[config.mk]
export PLATFORM = sky130hd
export DESIGN_NAME = host_regs
export DESIGN_NICKNAME = d
export VERILOG_FILES = /design/src/hw/mbox_host_pkg.sv /design/src/hw/mbox_dev_pkg.sv /design/src/hw/host_regs.sv
export VERILOG_INCLUDE_DIRS = /design/src /design/src/hw
export SDC_FILE = /design/constraint.sdc
export NUM_CORES = 1
export LEC_CHECK = 0
export BUFFER_PORTS_ARGS = -buffer_cell sky130_fd_sc_hd__buf_2
export CAP_MARGIN = 20
export CORE_AREA = 10 10 376 378
export DETAILED_ROUTE_END_ITERATION = 7
export DIE_AREA = 0 0 386 388
export GPL_TIMING_DRIVEN = 0
export PLACE_DENSITY = 0.3
export SKIP_CTS_REPAIR_TIMING = 1
export SLEW_MARGIN = 20
export SYNTH_ARGS = -nofsm -noshare
export SYNTH_HDL_FRONTEND = slang
export SYNTH_SLANG_ARGS = --single-unit
[constraint.sdc]
create_clock -name user_clk -period 3.9 [get_ports user_clk]
set_input_delay 0.975 -clock user_clk [delete_from_list [all_inputs] [get_ports user_clk]]
set_output_delay 0.975 -clock user_clk [all_outputs]
set_load 0.02 [all_outputs]
[src/hw/mbox_defines.svh]
`ifndef MBOX_DEFINES_SVH
`define MBOX_DEFINES_SVH

// upstream channels and the field that selects one
`define MBOX_CHANNELS 8
`define MBOX_CHAN_W 3

`define MBOX_WORD_W 32

// upstream packet buffer, per channel
`define MBOX_UP_WORDS 512
`define MBOX_UP_AW 9

// downstream buffer
`define MBOX_DOWN_WORDS 512
`define MBOX_DOWN_AW 9

// byte length of a packet or transfer
`define MBOX_LEN_W 11

// host word address
`define MBOX_HOST_AW 16

`endif

[src/hw/mbox_host_pkg.sv]
`default_nettype none
`include "mbox_defines.svh"

package mbox_host_pkg;

	// host address fields
	localparam int REGION_HI = 15;
	localparam int REGION_LO = 13;
	localparam int CHAN_LO = 9; // channel in PKT_REGION
	localparam int REG_IDX_W = 5;

	typedef enum logic [2:0] {
		REG_REGION  = 3'd0,
		PKT_REGION  = 3'd1,
		DOWN_REGION = 3'd2 // write only
	} region_e;

	// one LEN_BASE entry per channel and two TS_BASE entries (sec then nsec)
	typedef enum logic [REG_IDX_W-1:0] {
		FLAGS       = 5'd0,
		CLR         = 5'd1,
		DOWN_START  = 5'd2,
		DOWN_STATUS = 5'd3,
		LEN_BASE    = 5'd8,
		TS_BASE     = 5'd16
	} reg_e;

	typedef struct packed {
		logic                     wr;
		logic                     rd;
		logic [`MBOX_HOST_AW-1:0] addr;
		logic [`MBOX_WORD_W-1:0]  wdata;
	} host_req_t;

	typedef struct packed {
		logic                    valid;
		logic [`MBOX_WORD_W-1:0] rdata;
	} host_rsp_t;

endpackage

`default_nettype wire

[src/hw/mbox_dev_pkg.sv]
`default_nettype none
`include "mbox_defines.svh"

package mbox_dev_pkg;

	typedef logic [`MBOX_WORD_W-1:0] word_t;

	typedef struct packed {
		logic [31:0] sec;
		logic [31:0] nsec;
	} ts_t;

	// one word into an upstream buffer
	typedef struct packed {
		logic                   valid;
		logic [`MBOX_CHAN_W-1:0] chan;
		logic [`MBOX_UP_AW-1:0]  addr;
		word_t                  data;
	} up_wr_t;

	// closes the packet of one channel
	typedef struct packed {
		logic                   valid;
		logic [`MBOX_CHAN_W-1:0] chan;
		logic [`MBOX_LEN_W-1:0]  len;
	} up_done_t;

	typedef struct packed {
		logic  valid;
		logic  last;
		word_t data;
	} down_beat_t;

endpackage

`default_nettype wire

[src/hw/host_regs.sv]
`timescale 1ns/10ps
`default_nettype none
`include "mbox_defines.svh"

module host_regs (
	input  wire logic                      user_clk,
	input  wire logic                      rst,
	input  wire mbox_host_pkg::host_req_t  req,
	output mbox_host_pkg::host_rsp_t       rsp,
	input  wire logic [`MBOX_CHANNELS-1:0] full,
	input  wire logic [`MBOX_LEN_W-1:0]    lens [`MBOX_CHANNELS],
	input  wire mbox_dev_pkg::ts_t         stamps [`MBOX_CHANNELS],
	input  wire mbox_dev_pkg::word_t       pkt_rdata [`MBOX_CHANNELS],
	output logic [`MBOX_UP_AW-1:0]         pkt_raddr,
	output logic [`MBOX_CHANNELS-1:0]      clr,
	output logic                           down_we,
	output logic                           down_start,
	output logic [`MBOX_LEN_W-1:0]         down_len,
	input  wire logic                      down_busy,
	input  wire logic                      down_completed
);

	mbox_host_pkg::region_e                 region;
	logic [mbox_host_pkg::REG_IDX_W-1:0]    idx;
	logic                                   reg_wr;
	logic                                   done_q;
	// stage 1 lines up with the packet ram read
	logic                                   s1_valid;
	mbox_host_pkg::region_e                 s1_region;
	logic [`MBOX_CHAN_W-1:0]                s1_chan;
	logic [mbox_host_pkg::REG_IDX_W-1:0]    s1_idx;
	mbox_dev_pkg::ts_t                      ts_sel;
	mbox_dev_pkg::word_t                    reg_rdata;
	mbox_dev_pkg::word_t                    mux_rdata;
	// stage 2
	logic                                   rsp_valid;
	mbox_dev_pkg::word_t                    rsp_rdata;

	assign region = mbox_host_pkg::region_e'(
		req.addr[mbox_host_pkg::REGION_HI:mbox_host_pkg::REGION_LO]);
	assign idx = req.addr[mbox_host_pkg::REG_IDX_W-1:0];
	assign reg_wr = req.wr && region == mbox_host_pkg::REG_REGION;

	////////////////////////////////////////////////////////////
	// write side
	////////////////////////////////////////////////////////////
	assign pkt_raddr = req.addr[`MBOX_UP_AW-1:0];
	assign clr = (reg_wr && idx == mbox_host_pkg::CLR) ? req.wdata[`MBOX_CHANNELS-1:0] : '0;
	assign down_we = req.wr && region == mbox_host_pkg::DOWN_REGION;
	assign down_start = reg_wr && idx == mbox_host_pkg::DOWN_START;
	assign down_len = req.wdata[`MBOX_LEN_W-1:0];

	// sticky done cleared by writing 1 to bit 1
	always_ff @(posedge user_clk) begin
		if (rst) begin
			done_q <= 1'b0;
		end else if (down_completed) begin
			done_q <= 1'b1;
		end else if (reg_wr && idx == mbox_host_pkg::DOWN_STATUS && req.wdata[1]) begin
			done_q <= 1'b0;
		end
	end

	////////////////////////////////////////////////////////////
	// read pipeline
	////////////////////////////////////////////////////////////
	always_ff @(posedge user_clk) begin
		if (rst) begin
			s1_valid <= 1'b0;
			rsp_valid <= 1'b0;
		end else begin
			s1_valid <= req.rd;
			rsp_valid <= s1_valid;
		end
	end

	always_ff @(posedge user_clk) begin
		s1_region <= region;
		s1_chan <= req.addr[mbox_host_pkg::CHAN_LO +: `MBOX_CHAN_W];
		s1_idx <= idx;
		rsp_rdata <= mux_rdata;
	end

	// index bits below assume 8 channels
	always_comb begin
		reg_rdata = '0;
		ts_sel = stamps[s1_idx[3:1]];
		if (s1_idx >= mbox_host_pkg::TS_BASE) begin
			reg_rdata = s1_idx[0] ? ts_sel.nsec : ts_sel.sec;
		end else if (s1_idx >= mbox_host_pkg::LEN_BASE) begin
			reg_rdata[`MBOX_LEN_W-1:0] = lens[s1_idx[2:0]];
		end else if (s1_idx == mbox_host_pkg::FLAGS) begin
			reg_rdata[`MBOX_CHANNELS-1:0] = full;
		end else if (s1_idx == mbox_host_pkg::DOWN_STATUS) begin
			// done shows in the same cycle that busy falls
			reg_rdata[1:0] = {done_q || down_completed, down_busy};
		end
	end

	always_comb begin
		case (s1_region)
			mbox_host_pkg::REG_REGION: mux_rdata = reg_rdata;
			mbox_host_pkg::PKT_REGION: mux_rdata = pkt_rdata[s1_chan];
			default:                   mux_rdata = '0; // down buffer not readable
		endcase
	end

	assign rsp = '{valid: rsp_valid, rdata: rsp_rdata};

endmodule

`default_nettype wire

[Yosys cells after proc, flatten, opt, wreduce, memory -nomap -nowiden]
Cells that the tools add are included.
Widths: inputs -> output; s select.
Storage, ports and cells
  register bits after elaboration: 46
  latch bits: 0
  bits in writable memories: 0
  memory bits (read-only): 0
  bits of input ports: 918
  output and inout bits: 63
  logic and storage cells: 53
  memories kept: 0
Cells by class
  add/subtract/negate cells: 0
  multiply operators: 0
  div/mod/pow operators: 0
  order comparisons: 5
  eq/ne operators: 6
  shift operators: 0
  mux-type cells: 21
  bitwise logic cells: 3
  reduce and logical (&&, ||, !) cells: 11
Operators by type and width (count)
  $bmux 64 s3: 1
  $mux 64: 2
  $bmux 32 s3: 1
  $mux 32: 3
  $pmux 32 s2: 1
  $bmux 11 s3: 1
  $mux 11: 3
  $mux 21: 1
  $mux 8: 2
  $eq 5x2->1 const B: 3
  $ge 4x4->1 const B: 3
  $not 3->4: 3
  $logic_and 1x1->1: 6
  $logic_not 3->1: 2
  $mux 6: 1
  $eq 5x1->1 const B: 1
  $ge 5x4->1 const B: 1
  $ge 5x5->1 const B: 1
  $logic_not 5->1: 1
  $mux 2: 2
  $eq 3x1->1 const B: 1
  $eq 3x2->1 const B: 1
  $mux 3: 1
  $mux 1: 2
  2 further kinds: 2

[Longest topological paths before layout]
Gate-level depths: netlist (run 1).
  depth after elaboration: 7
  gate-level depth with buffers: 8
  mapped depth without buffers: 5

[Worst setup path after synthesis (run 1)]
Ideal clock, no wire load.
  path type: input -> output
  from: in req[46] (netlist bit)
  to: out clr[0]
  arrival: 1.877 ns
  required time: 2.925 ns
  setup slack: 1.048 ns
  stages on the path: 4
  buffers on the path: 0
  cells stage by stage: nor4_1 and3_1 and3b_1 and2_1
Between the ends
  cells in the longest elaborated chain, start to end: 4
Ends and longest elaborated chain
  start: declaration: RTL line host_regs.sv:8  | input wire mbox_host_pkg::host_req_t req,
  $logic_not 3->1: RTL line host_regs.sv:42  | assign reg_wr = req.wr && region == mbox_host_pkg::REG_REGION;
  $logic_and 1x1->1: RTL line host_regs.sv:42
  $logic_and 1x1->1: RTL line host_regs.sv:48  | assign clr = (reg_wr && idx == mbox_host_pkg::CLR) ? req.wdata[`MBOX_CHANNELS-1:0] : '0;
  $mux 8: RTL line host_regs.sv:48
  end: declaration: RTL line host_regs.sv:15  | output logic [`MBOX_CHANNELS-1:0] clr,
Every way passes these cells.

[Worst setup path after layout (run 1)]
  from: reg s1_idx[0] (netlist bit)
  to: reg rsp_rdata[26]
Between the ends
  cells in the longest elaborated chain, start to end: 3
  elaborated cells on any way between the ends: 4
  classes of those cells: order compare: 1; mux: 3
Ends and longest elaborated chain
  start: declaration: RTL line host_regs.sv:31  | logic [mbox_host_pkg::REG_IDX_W-1:0] s1_idx;
  start signal: assignment: RTL line host_regs.sv:80  | s1_idx <= idx;
  $ge 5x5->1 / $mux 32 (equally long branches): RTL line host_regs.sv:88, host_regs.sv:89
  $mux 21 (*): RTL line host_regs.sv:88  | if (s1_idx >= mbox_host_pkg::TS_BASE) begin
  $pmux 32 s2 (*): RTL line host_regs.sv:101  | case (s1_region)
  via mux_rdata[26]: RTL line host_regs.sv:34  | mbox_dev_pkg::word_t mux_rdata;
  end signal: assignment: RTL line host_regs.sv:81  | rsp_rdata <= mux_rdata;
  end: declaration: RTL line host_regs.sv:37  | mbox_dev_pkg::word_t rsp_rdata;
Mark *: on every way through the listed nets, which the timed path passes. The rest lies on a longest branch.
A chain may end at the register's enable or synchronous reset.

==> results of run 1 <==
==> cell usage after synthesis (7+ instances only) <==
library cell and n:
buf_6 7, mux4_2 184, nor2_1 18, buf_1 12
a21oi_1 11, dfxtp_1 46, nor2b_1 17, buf_2 29
clkbuf_1 8, mux2_2 25, a211oi_1 14, buf_4 39
o22a_1 21, nand2_1 17, o22ai_1 13, mux2i_1 110
o21ai_0 20, and2_1 10
==> per-layer routing <==
layer | track usage (%) | share of wire, % | vias up
li1 | - | - | 4794
met1 | 14.4 | 36 | 5575
met2 | 26.0 | 54 | 639
met3 | 4.31 | 8.3 | 165
met4 | 3.00 | 2.1 | 60
met5 | 0 | 0.33 | -
==> critical path, stage by stage, from the launching register on <==
cell and delay (ns):
dfxtp_1 0.40, buf_6 0.22, clkinv_1 0.41, nand2_1 0.73, clkbuf_1 0.81, o22a_1 0.45, o21ai_0 0.15
==> layout make-up <==
type | count | area (µm²)
plain buffers | 95 | 594
repair buffers | 955 | 4800
well taps | 1768 | 2210
clock buffers | 6 | 129
diodes | 22 | 55.1
clock inverters | 2 | 37.5
inverters | 2 | 7.51
fillers | 15600 | 118000
multi-input cells | 520 | 6840
flip-flops and latches | 46 | 921
==> state kept, by name, summed over array words and instances, names as in the netlist <==
| signal | cells |
|---|---|
| s1_idx | 5 |
| done_q | 1 |
| s1_chan | 3 |
| rsp_rdata | 32 |
| s1_valid | 1 |
| s1_region | 3 |
| rsp_valid | 1 |
==> kinds of logic (layout without fill, tap and decap cells) <==
| kind of cell | after synthesis | count (layout) | share of synthesized area, % |
|---|---|---|---|
| other | 0 | 22 | 0 |
| buffers and inverters | 97 | 1060 | 7.19 |
| DFF | 46 | 46 | 11.0 |
| AOI/OAI and AO/OA | 115 | 115 | 9.95 |
| muxes | 319 | 319 | 66.3 |
| and+or+nand+nor | 86 | 86 | 5.52 |
==> power by group <==
part           internal [mW]  leakage (nW)  total (mW)  switching (mW)
combinational          0.816          6.51        1.63           0.818
sequential             0.498         0.380       0.511          0.0125
clock                  0.308        0.0772       0.653           0.345
total                   1.62          6.97        2.80            1.18
==> through the flow <==
stage | hold WS [ns] | util, % | cells | total power, mW | worst slack [ns]
global route | 0.473 | 11.7 | 3408 | 2.99 | 0.257
finish | 0.450 | 11.7 | 3416 | 2.80 | 0.515
CTS | 0.458 | 11.7 | 3393 | 2.93 | 0.222
global placement | 0.421 | 11.5 | 3382 | 2.20 | 0.0216
floorplan | 0.414 | - | 663 | 1.24 | 1.05
detailed placement | 0.430 | 11.5 | 3385 | 2.22 | 0.266
==> worst max-delay path by stage <==
stage,to,cells after the start,slack (ns),start
final,rsp_rdata[26],6,0.51,s1_idx[0]
after global routing,rsp_rdata[26],6,0.26,s1_idx[0]
after CTS,rsp_rdata[26],6,0.22,s1_idx[0]
after detailed placement,rsp_rdata[26],6,0.27,s1_idx[0]
after global placement,rsp_rdata[26],6,0.02,s1_region[1]
after floorplan,clr[0],4,1.05,req[46]
==> results by group, run 1 <==
Run status
  – Status: completed

Hold path
  – WHS Path Cells: 1
  – Worst Hold Class: flip-flop to flip-flop
  – Hold Path End: rsp_valid
  – Startpoint of the worst hold path: s1_valid

Worst setup path
  – Reg-to-Reg End: rsp_rdata[26]
  – Max Fanout on Critical Path: 10
  – FF-to-FF path depth: 6
  – Req. time, crit path: 4.10 ns
  – Worst reg2reg setup slack: 0.51 ns
  – Nature of the critical path startpoint: flip-flop
  – FF-to-FF Start: s1_idx[0]
  – Worst setup EP type: flip-flop
  – CP Class: flip-flop to flip-flop
  – Arr. time, crit path: ~3.6 ns

Run
  – Max Cap Viol: 0

Detailed routing
  – Drt pass-1 iters: 4
  – Wire length per cell: 31.7 µm
  – Final wirelength: 108 mm
  – Starting DRT DRC Count: about 550
  – Avg Vias per Cell: roughly 3.3
  – Total number of vias: 11200
  – Final antenna-violating net count: 0
  – DRC Markers: 0

CTS
  – Root Buffer: clkbuf_16
  – Clk sinks: 46
  – H-tree level count: 2
  – CTS tree: built
  – Worst-Skew Late Latency: 0.37 ns
  – Clock-pin transition on the worst setup and hold timing paths: 0.11 ns
  – Max Root-Sink Buffers: 2
  – CTS buffer count: 5

Yosys
  – Mapped cell area: 8340 µm²
  – Synth cell types: 43
  – Ys async rst share: 0%
  – Top cell type's share of synthesized area: roughly half
  – Top_reg_cell synth: dfxtp_1
  – FF+latch count, synth: 46
  – Synth Warn #: 0
  – Ranking of synthesized cells by area: mux4_2 50%, mux2i_1 13%, dfxtp_1 11%
  – Mapped Nets: 1581
  – Post-synthesis cell count: 663
  – Post-synth top area cell: mux4_2
  – Post-synth EDFFs: 0
  – Syn_area_per_cell: 12.6 µm²
  – Seq/Total Area, Yosys: 11.0%

Die
  – Die Y: 388 µm
  – Core area: 133000 µm²
  – Die X: roughly 390 µm
  – FP Rows: 134
  – Initial Utilization: 6.25%
  – I/O Pins: 981
  – Full die area: 150000 µm²

STA
  – Slew @ Worst Pin: 1.03 ns
  – FMAX: 295 MHz
  – Crit path time final: around 3.4 ns
  – Fin crit share: 86.8%
  – Count of final setup violators: 0
  – Slew Limit Fails: 0
  – Relative slew slack: 29.6%
  – Worst clock skew: 0.0247 ns
  – Unrepaired setup endpoints after global routing: false
  – Setup TNS: 0 ns
  – Final Hold Viols: 0

Layout
  – Share of layout cells above drive strength 1: 77.0%
  – Commonest non-fill, non-tap cell in the layout: buf_2
  – Total Nets Final: approximately 2500
  – Finished Cell Area: 15600 µm²
  – Area Overhead vs Synth: 87.0%
  – Most frequent cells in the layout: 981 x buf_2, 184 x mux4_2, 109 x mux2i_1

Placed design
  – Placed cell area: ~15000 µm²
  – RePlAce Congestion: 0.797
  – Hpwl dp: 100 mm
  – Port Buffers: 951

Power
  – Leak Pwr: 6.97 nW
  – VDD IR-drop max: 0.184 mV
  – Pwr Density: 179 nW/µm²

Global route
  – All-Layer GR Usage: 13.7%
  – Grt total ovfl: 0
  – First-pass GRT wire length: 133 mm
  – Initial antenna violation count: about 110
  – Number of global-route vias before repair: 12600
  – Largest net degree at the start of global routing: 15
Note: power is estimated with default switching activity, not from simulation.
==> inputs of run 2 (changes only) <==
Settings changed: CORE_AREA 10 10 376 378 to 10 10 375 377, DIE_AREA 0 0 386 388 to 0 0 385 387.
Clock period 3.9 ns to 3.8 ns, I/O delays scaled along.
==> results by group, run 2 (same netlist as run 1, synthesis figures left out) <==
Layout
  – Most frequent cells in the layout: 981 x buf_2, 184 x mux4_2, 109 x mux2i_1
  – Share of layout cells above drive strength 1: 77.0% (about the same)
  – Commonest non-fill, non-tap cell in the layout: buf_2
  – Number of flip-flops in the largest register: 32 (unchanged)
  – Biggest registers after layout: rsp_rdata (32), s1_idx (5)
  – Reg with most FFs: rsp_rdata
  – Area Overhead vs Synth: 86.6%
  – Final Util: 11.7% (about the same)
  – Total Nets Final: 2539 (-0.16%)

Run
  – Max Cap Viol: 0 (unchanged)

Detailed routing
  – DRC Markers: 0 (unchanged)
  – Total number of vias: 11200 (-0.053%)
  – Starting DRT DRC Count: 479 (-13%)
  – Avg Vias per Cell: 3.29 (about the same)
  – Final wirelength: 110 mm (+1.8%)
  – Wire length per cell: 32.2 µm (+1.8%)
  – Final antenna-violating net count: 0 (unchanged)
  – Drt pass-1 iters: 5 (+1)

STA
  – Hold_ws: 0.450 ns (+0.000491 ns)
  – Slew Limit Fails: 0 (unchanged)
  – Slew @ Worst Pin: 1.14 ns (+0.118 ns)
  – Crit path time final: 3.39 ns (+0.00263 ns)
  – Final Hold Viols: 0 (unchanged)
  – Relative slew slack: 23.7% (-5.9 points)
  – Final WS setup: 0.412 ns (-0.103 ns)
  – Count of final setup violators: 0 (unchanged)
  – Fin crit share: 89.2% (+2.4 points)
  – Unrepaired setup endpoints after global routing: false
  – Setup TNS: 0 ns (unchanged)
  – FMAX: 295 MHz (about the same)
  – Worst clock skew: 0.0135 ns (-0.0112 ns)

Die
  – Initial Utilization: 6.27% (+0.016 points)
  – I/O Pins: 981 (unchanged)
  – Die X: 385 µm (-0.26%)
  – Die Y: 387 µm (-0.26%)
  – Full die area: 149000 µm² (-0.52%)
  – Core area: 133000 µm² (-0.25%)
  – FP Rows: 134 (unchanged)

Global route
  – All-Layer GR Usage: 14.0% (+0.36 points)
  – Largest net degree at the start of global routing: 15 (unchanged)
  – Initial antenna violation count: 114 (+1.8%)
  – First-pass GRT wire length: 135 mm (+1.9%)
  – Grt total ovfl: 0 (unchanged)
  – Number of global-route vias before repair: 12500 (-0.33%)

CTS
  – Clk sinks: 46 (unchanged)
  – Root Buffer: clkbuf_16
  – Max Root-Sink Buffers: 2 (unchanged)
  – Worst-Skew Late Latency: 0.35 ns (-0.02 ns)
  – H-tree level count: 2 (unchanged)
  – CTS buffer count: 5 (unchanged)
  – Clock-pin transition on the worst setup and hold timing paths: 0.09 ns (-0.02 ns)
  – CTS tree: built

Power
  – VDD IR-drop max: 0.163 mV (-11%)
  – Pwr Density: 181 nW/µm² (+0.79%)
  – Leak Pwr: 6.95 nW (-0.25%)

Placed design
  – Dpl ws: 0.334 ns (+0.0686 ns)
  – Port Buffers: 951 (unchanged)
  – Hpwl dp: 102 mm (+1.7%)
  – RePlAce Congestion: 0.851 (+6.8%)

Worst setup path
  – Crit-path cells: buf_4 > buf_4 > buf_2 > nor2b_1 > a221oi_1 > o21ai_0 > o211ai_1
  – Slowest CP cell: nor2b_1
  – Arr. time, crit path: 3.59 ns (about the same)
  – Req. time, crit path: 4.00 ns (-0.10 ns)
  – CP Class: flip-flop to flip-flop
  – CP max stage delay: 0.61 ns (-0.20 ns)
  – Worst setup EP type: flip-flop
  – Max Fanout on Critical Path: 10 (unchanged)
  – Most used cell, CP: buf_4
  – Nature of the critical path startpoint: flip-flop

Hold path
  – Worst Hold Class: flip-flop to flip-flop

Run status
  – Status: completed
==> run 2: cell type report <==
type,instances,area [µm²]
Antenna cell,24,60.1
Buffer,95,596
Clock buffer,6,129
Clock inverter,2,37.5
Fill cell,15500,117000
Inverter,2,7.51
Multi-Input combinational cell,520,6840
Sequential cell,46,921
Tap cell,1768,2210
Timing Repair Buffer,951,4760
==> run 2: report_power, final <==
part           total [mW]  switching (mW)  internal, mW
Combinational        1.68           0.843         0.832
Sequential          0.522          0.0112         0.511
Clock               0.616           0.302         0.314
Total                2.81            1.16          1.66
==> run 2: final timing paths <==
check                               start           end  cells past startpoint  slack (ns)
worst min-delay path             s1_valid     rsp_valid                      1        0.45
worst min register to register   s1_valid     rsp_valid                      1        0.45
worst max-delay path            s1_idx[2]  rsp_rdata[1]                      7        0.41
worst max register to register  s1_idx[2]  rsp_rdata[1]                      7        0.41
==> run 2: per-stage QoR <==
stage,total power [mW],instances,instance area [µm²]
5_1_grt,3.01,3395,15500
2_1_floorplan,1.27,663,8340
6_report,2.81,3414,15600
3_3_place_gp,2.27,3382,15300
4_1_cts,2.94,3390,15500
3_5_place_dp,2.28,3382,15300
==> run 2: critical path, delay by kind of cell, from the launching register on <==
family | cells | cell delay (ns)
buf+inv | 3 | 1.19
flops | 1 | 0.45
compound gates | 3 | 0.96
simple gates | 1 | 0.61
==> run 2: per-layer routing <==
metal / GRT usage, % / wire length (µm) / up-vias
met4: 1.87 / 1500 / 60
met5: 0 / 378 / -
met3: 4.58 / 9520 / 171
li1: - / - / 4797
met2: 26.5 / 58100 / 690
met1: 15.3 / 40500 / 5509
==> inputs of run 3 (changes only) <==
Settings changed: CORE_AREA 10 10 375 377 to 5 5 381 383, DIE_AREA 0 0 385 387 to 0 0 386 388, REMOVE_ABC_BUFFERS set to 1.
==> results by group, run 3 (same netlist as run 1, synthesis figures left out) <==
Run status
  – Status: completed

Power
  – Pwr Density: 179 nW/µm² (-1.1%)
  – Pwr Total: 2.79 mW (-0.99%)
  – Leak Pwr: 6.79 nW (-2.3%)
  – VDD IR-drop max: 0.183 mV (+12%)

Worst setup path
  – Nature of the critical path startpoint: input port
  – Arr. time, crit path: 2.33 ns (-1.26 ns)
  – FF-to-FF Start: s1_idx[2]
  – Crit path from: req[35]
  – Worst setup EP type: output pin
  – Max Fanout on Critical Path: 8 (-2)
  – Req. time, crit path: 2.85 ns (-1.15 ns)
  – CP Class: input port to output pin

CTS
  – Max Root-Sink Buffers: 2 (unchanged)
  – Root Buffer: clkbuf_16
  – Worst-Skew Late Latency: 0.37 ns (+0.02 ns)
  – CTS tree: built
  – H-tree level count: 2 (unchanged)
  – Clock-pin transition on the worst setup and hold timing paths: 0.12 ns (+0.03 ns)
  – CTS buffer count: 5 (unchanged)
  – Clk sinks: 46 (unchanged)

Die
  – Die Y: 388 µm (+0.26%)
  – Core area: 141000 µm² (+6.1%)
  – Initial Utilization: 5.91% (-0.36 points)
  – I/O Pins: 981 (unchanged)
  – Die X: 386 µm (+0.26%)
  – FP Rows: 138 (+3.0%)
  – Full die area: 150000 µm² (+0.52%)

Global route
  – Largest net degree at the start of global routing: 51 (+36)
  – Grt total ovfl: 0 (unchanged)
  – First-pass GRT wire length: 110 mm (-19%)
  – Initial antenna violation count: 76 (-33%)
  – All-Layer GR Usage: 11.1% (-2.9 points)
  – Number of global-route vias before repair: 11500 (-8.0%)

Detailed routing
  – Drt pass-1 iters: 4 (-1)
  – DRC Markers: 0 (unchanged)
  – Wire length per cell: 25.7 µm (-20%)
  – Total number of vias: 10800 (-4.2%)
  – Final wirelength: 88.6 mm (-19%)
  – Final antenna-violating net count: 0 (unchanged)
  – Avg Vias per Cell: 3.12 (-5.2%)
  – Starting DRT DRC Count: 487 (+1.7%)

STA
  – Final WS setup: 0.524 ns (+0.112 ns)
  – Fin crit share: 86.2% (-3.0 points)
  – Slew Limit Fails: 0 (unchanged)
  – FMAX: 305 MHz (+3.4%)
  – Crit path time final: 3.28 ns (-0.112 ns)
  – Count of final setup violators: 0 (unchanged)
  – Unrepaired setup endpoints after global routing: false
  – Worst clock skew: 0.0269 ns (+0.0134 ns)
  – Slew @ Worst Pin: 0.930 ns (-0.215 ns)
  – Final Hold Viols: 0 (unchanged)
  – Relative slew slack: 37.4% (+14 points)

Placed design
  – RePlAce Congestion: 0.826 (-2.9%)
  – Hpwl dp: 80.5 mm (-21%)
  – Placed cell area: 15300 µm² (about the same)
  – Port Buffers: 944 (-0.74%)
  – Dpl ws: 0.570 ns (+0.236 ns)

Hold path
  – Startpoint of the worst hold path: s1_valid
  – Worst Hold Class: flip-flop to flip-flop

Layout
  – Area Overhead vs Synth: 86.9%
  – Finished Cell Area: 15600 µm² (+0.14%)
  – Number of flip-flops in the largest register: 32 (unchanged)
  – Most frequent cells in the layout: 944 x buf_2, 184 x mux4_2, 109 x mux2i_1
  – Reg with most FFs: rsp_rdata
  – Commonest non-fill, non-tap cell in the layout: buf_2
  – Total Nets Final: 2454 (-3.3%)
  – Biggest registers after layout: rsp_rdata (32), s1_idx (5)
  – Share of layout cells above drive strength 1: 77.6% (+0.62 points)
  – Final Util: 11.0% (-0.66 points)

Run
  – Max Cap Viol: 0 (unchanged)
-- run 3: cell type report --
| type | count | area (µm²) |
|---|---|---|
| fill | 16400 | 125000 |
| tap | 1890 | 2360 |
| inverter | 2 | 12.5 |
| timing repair buffer | 961 | 5150 |
| antenna | 23 | 57.6 |
| clock inverter | 3 | 63.8 |
| clock buffer | 5 | 125 |
| sequential | 46 | 947 |
| multi-input combinational | 520 | 6860 |
-- run 3: worst paths after layout --
check	slack, ns	end	cells after the start
worst max-delay path	0.52	clr[2]	6
worst min-delay path	0.41	rsp_valid	1
worst max register to register	0.84	rsp_rdata[0]	6
worst min register to register	0.41	rsp_valid	1
-- run 3: power breakdown --
| group | internal [mW] | leakage, nW | switching [mW] |
|---|---|---|---|
| registers | 0.510 | 0.382 | 0.0578 |
| logic | 0.822 | 6.31 | 0.672 |
| clock network | 0.380 | 0.0916 | 0.345 |
| total | 1.71 | 6.79 | 1.07 |
-- run 3: per-stage QoR --
stage	hold WS, ns	setup TNS, ns	std cells
floorplan	0.414	-82.01	568
global placement	0.420	-208.38	3402
finish	0.412	0	3450
CTS	0.427	0	3427
global route	0.439	0	3432
detailed placement	0.421	0	3419
-- run 3: layer usage --
metal,GRT usage (%),vias to the layer above,part of all wire (%)
met5,0,-,0.13
li1,-,4619,-
met4,1.75,18,1.2
met2,19.1,638,49
met3,2.91,98,7.9
met1,14.2,5385,42
-- run 3: worst max-delay path: stages --
cell     delay [ns]
buf_2          0.13
nor4_1         0.22
and3_1         0.23
and3b_1        0.31
and2_1         0.26
buf_2          0.21
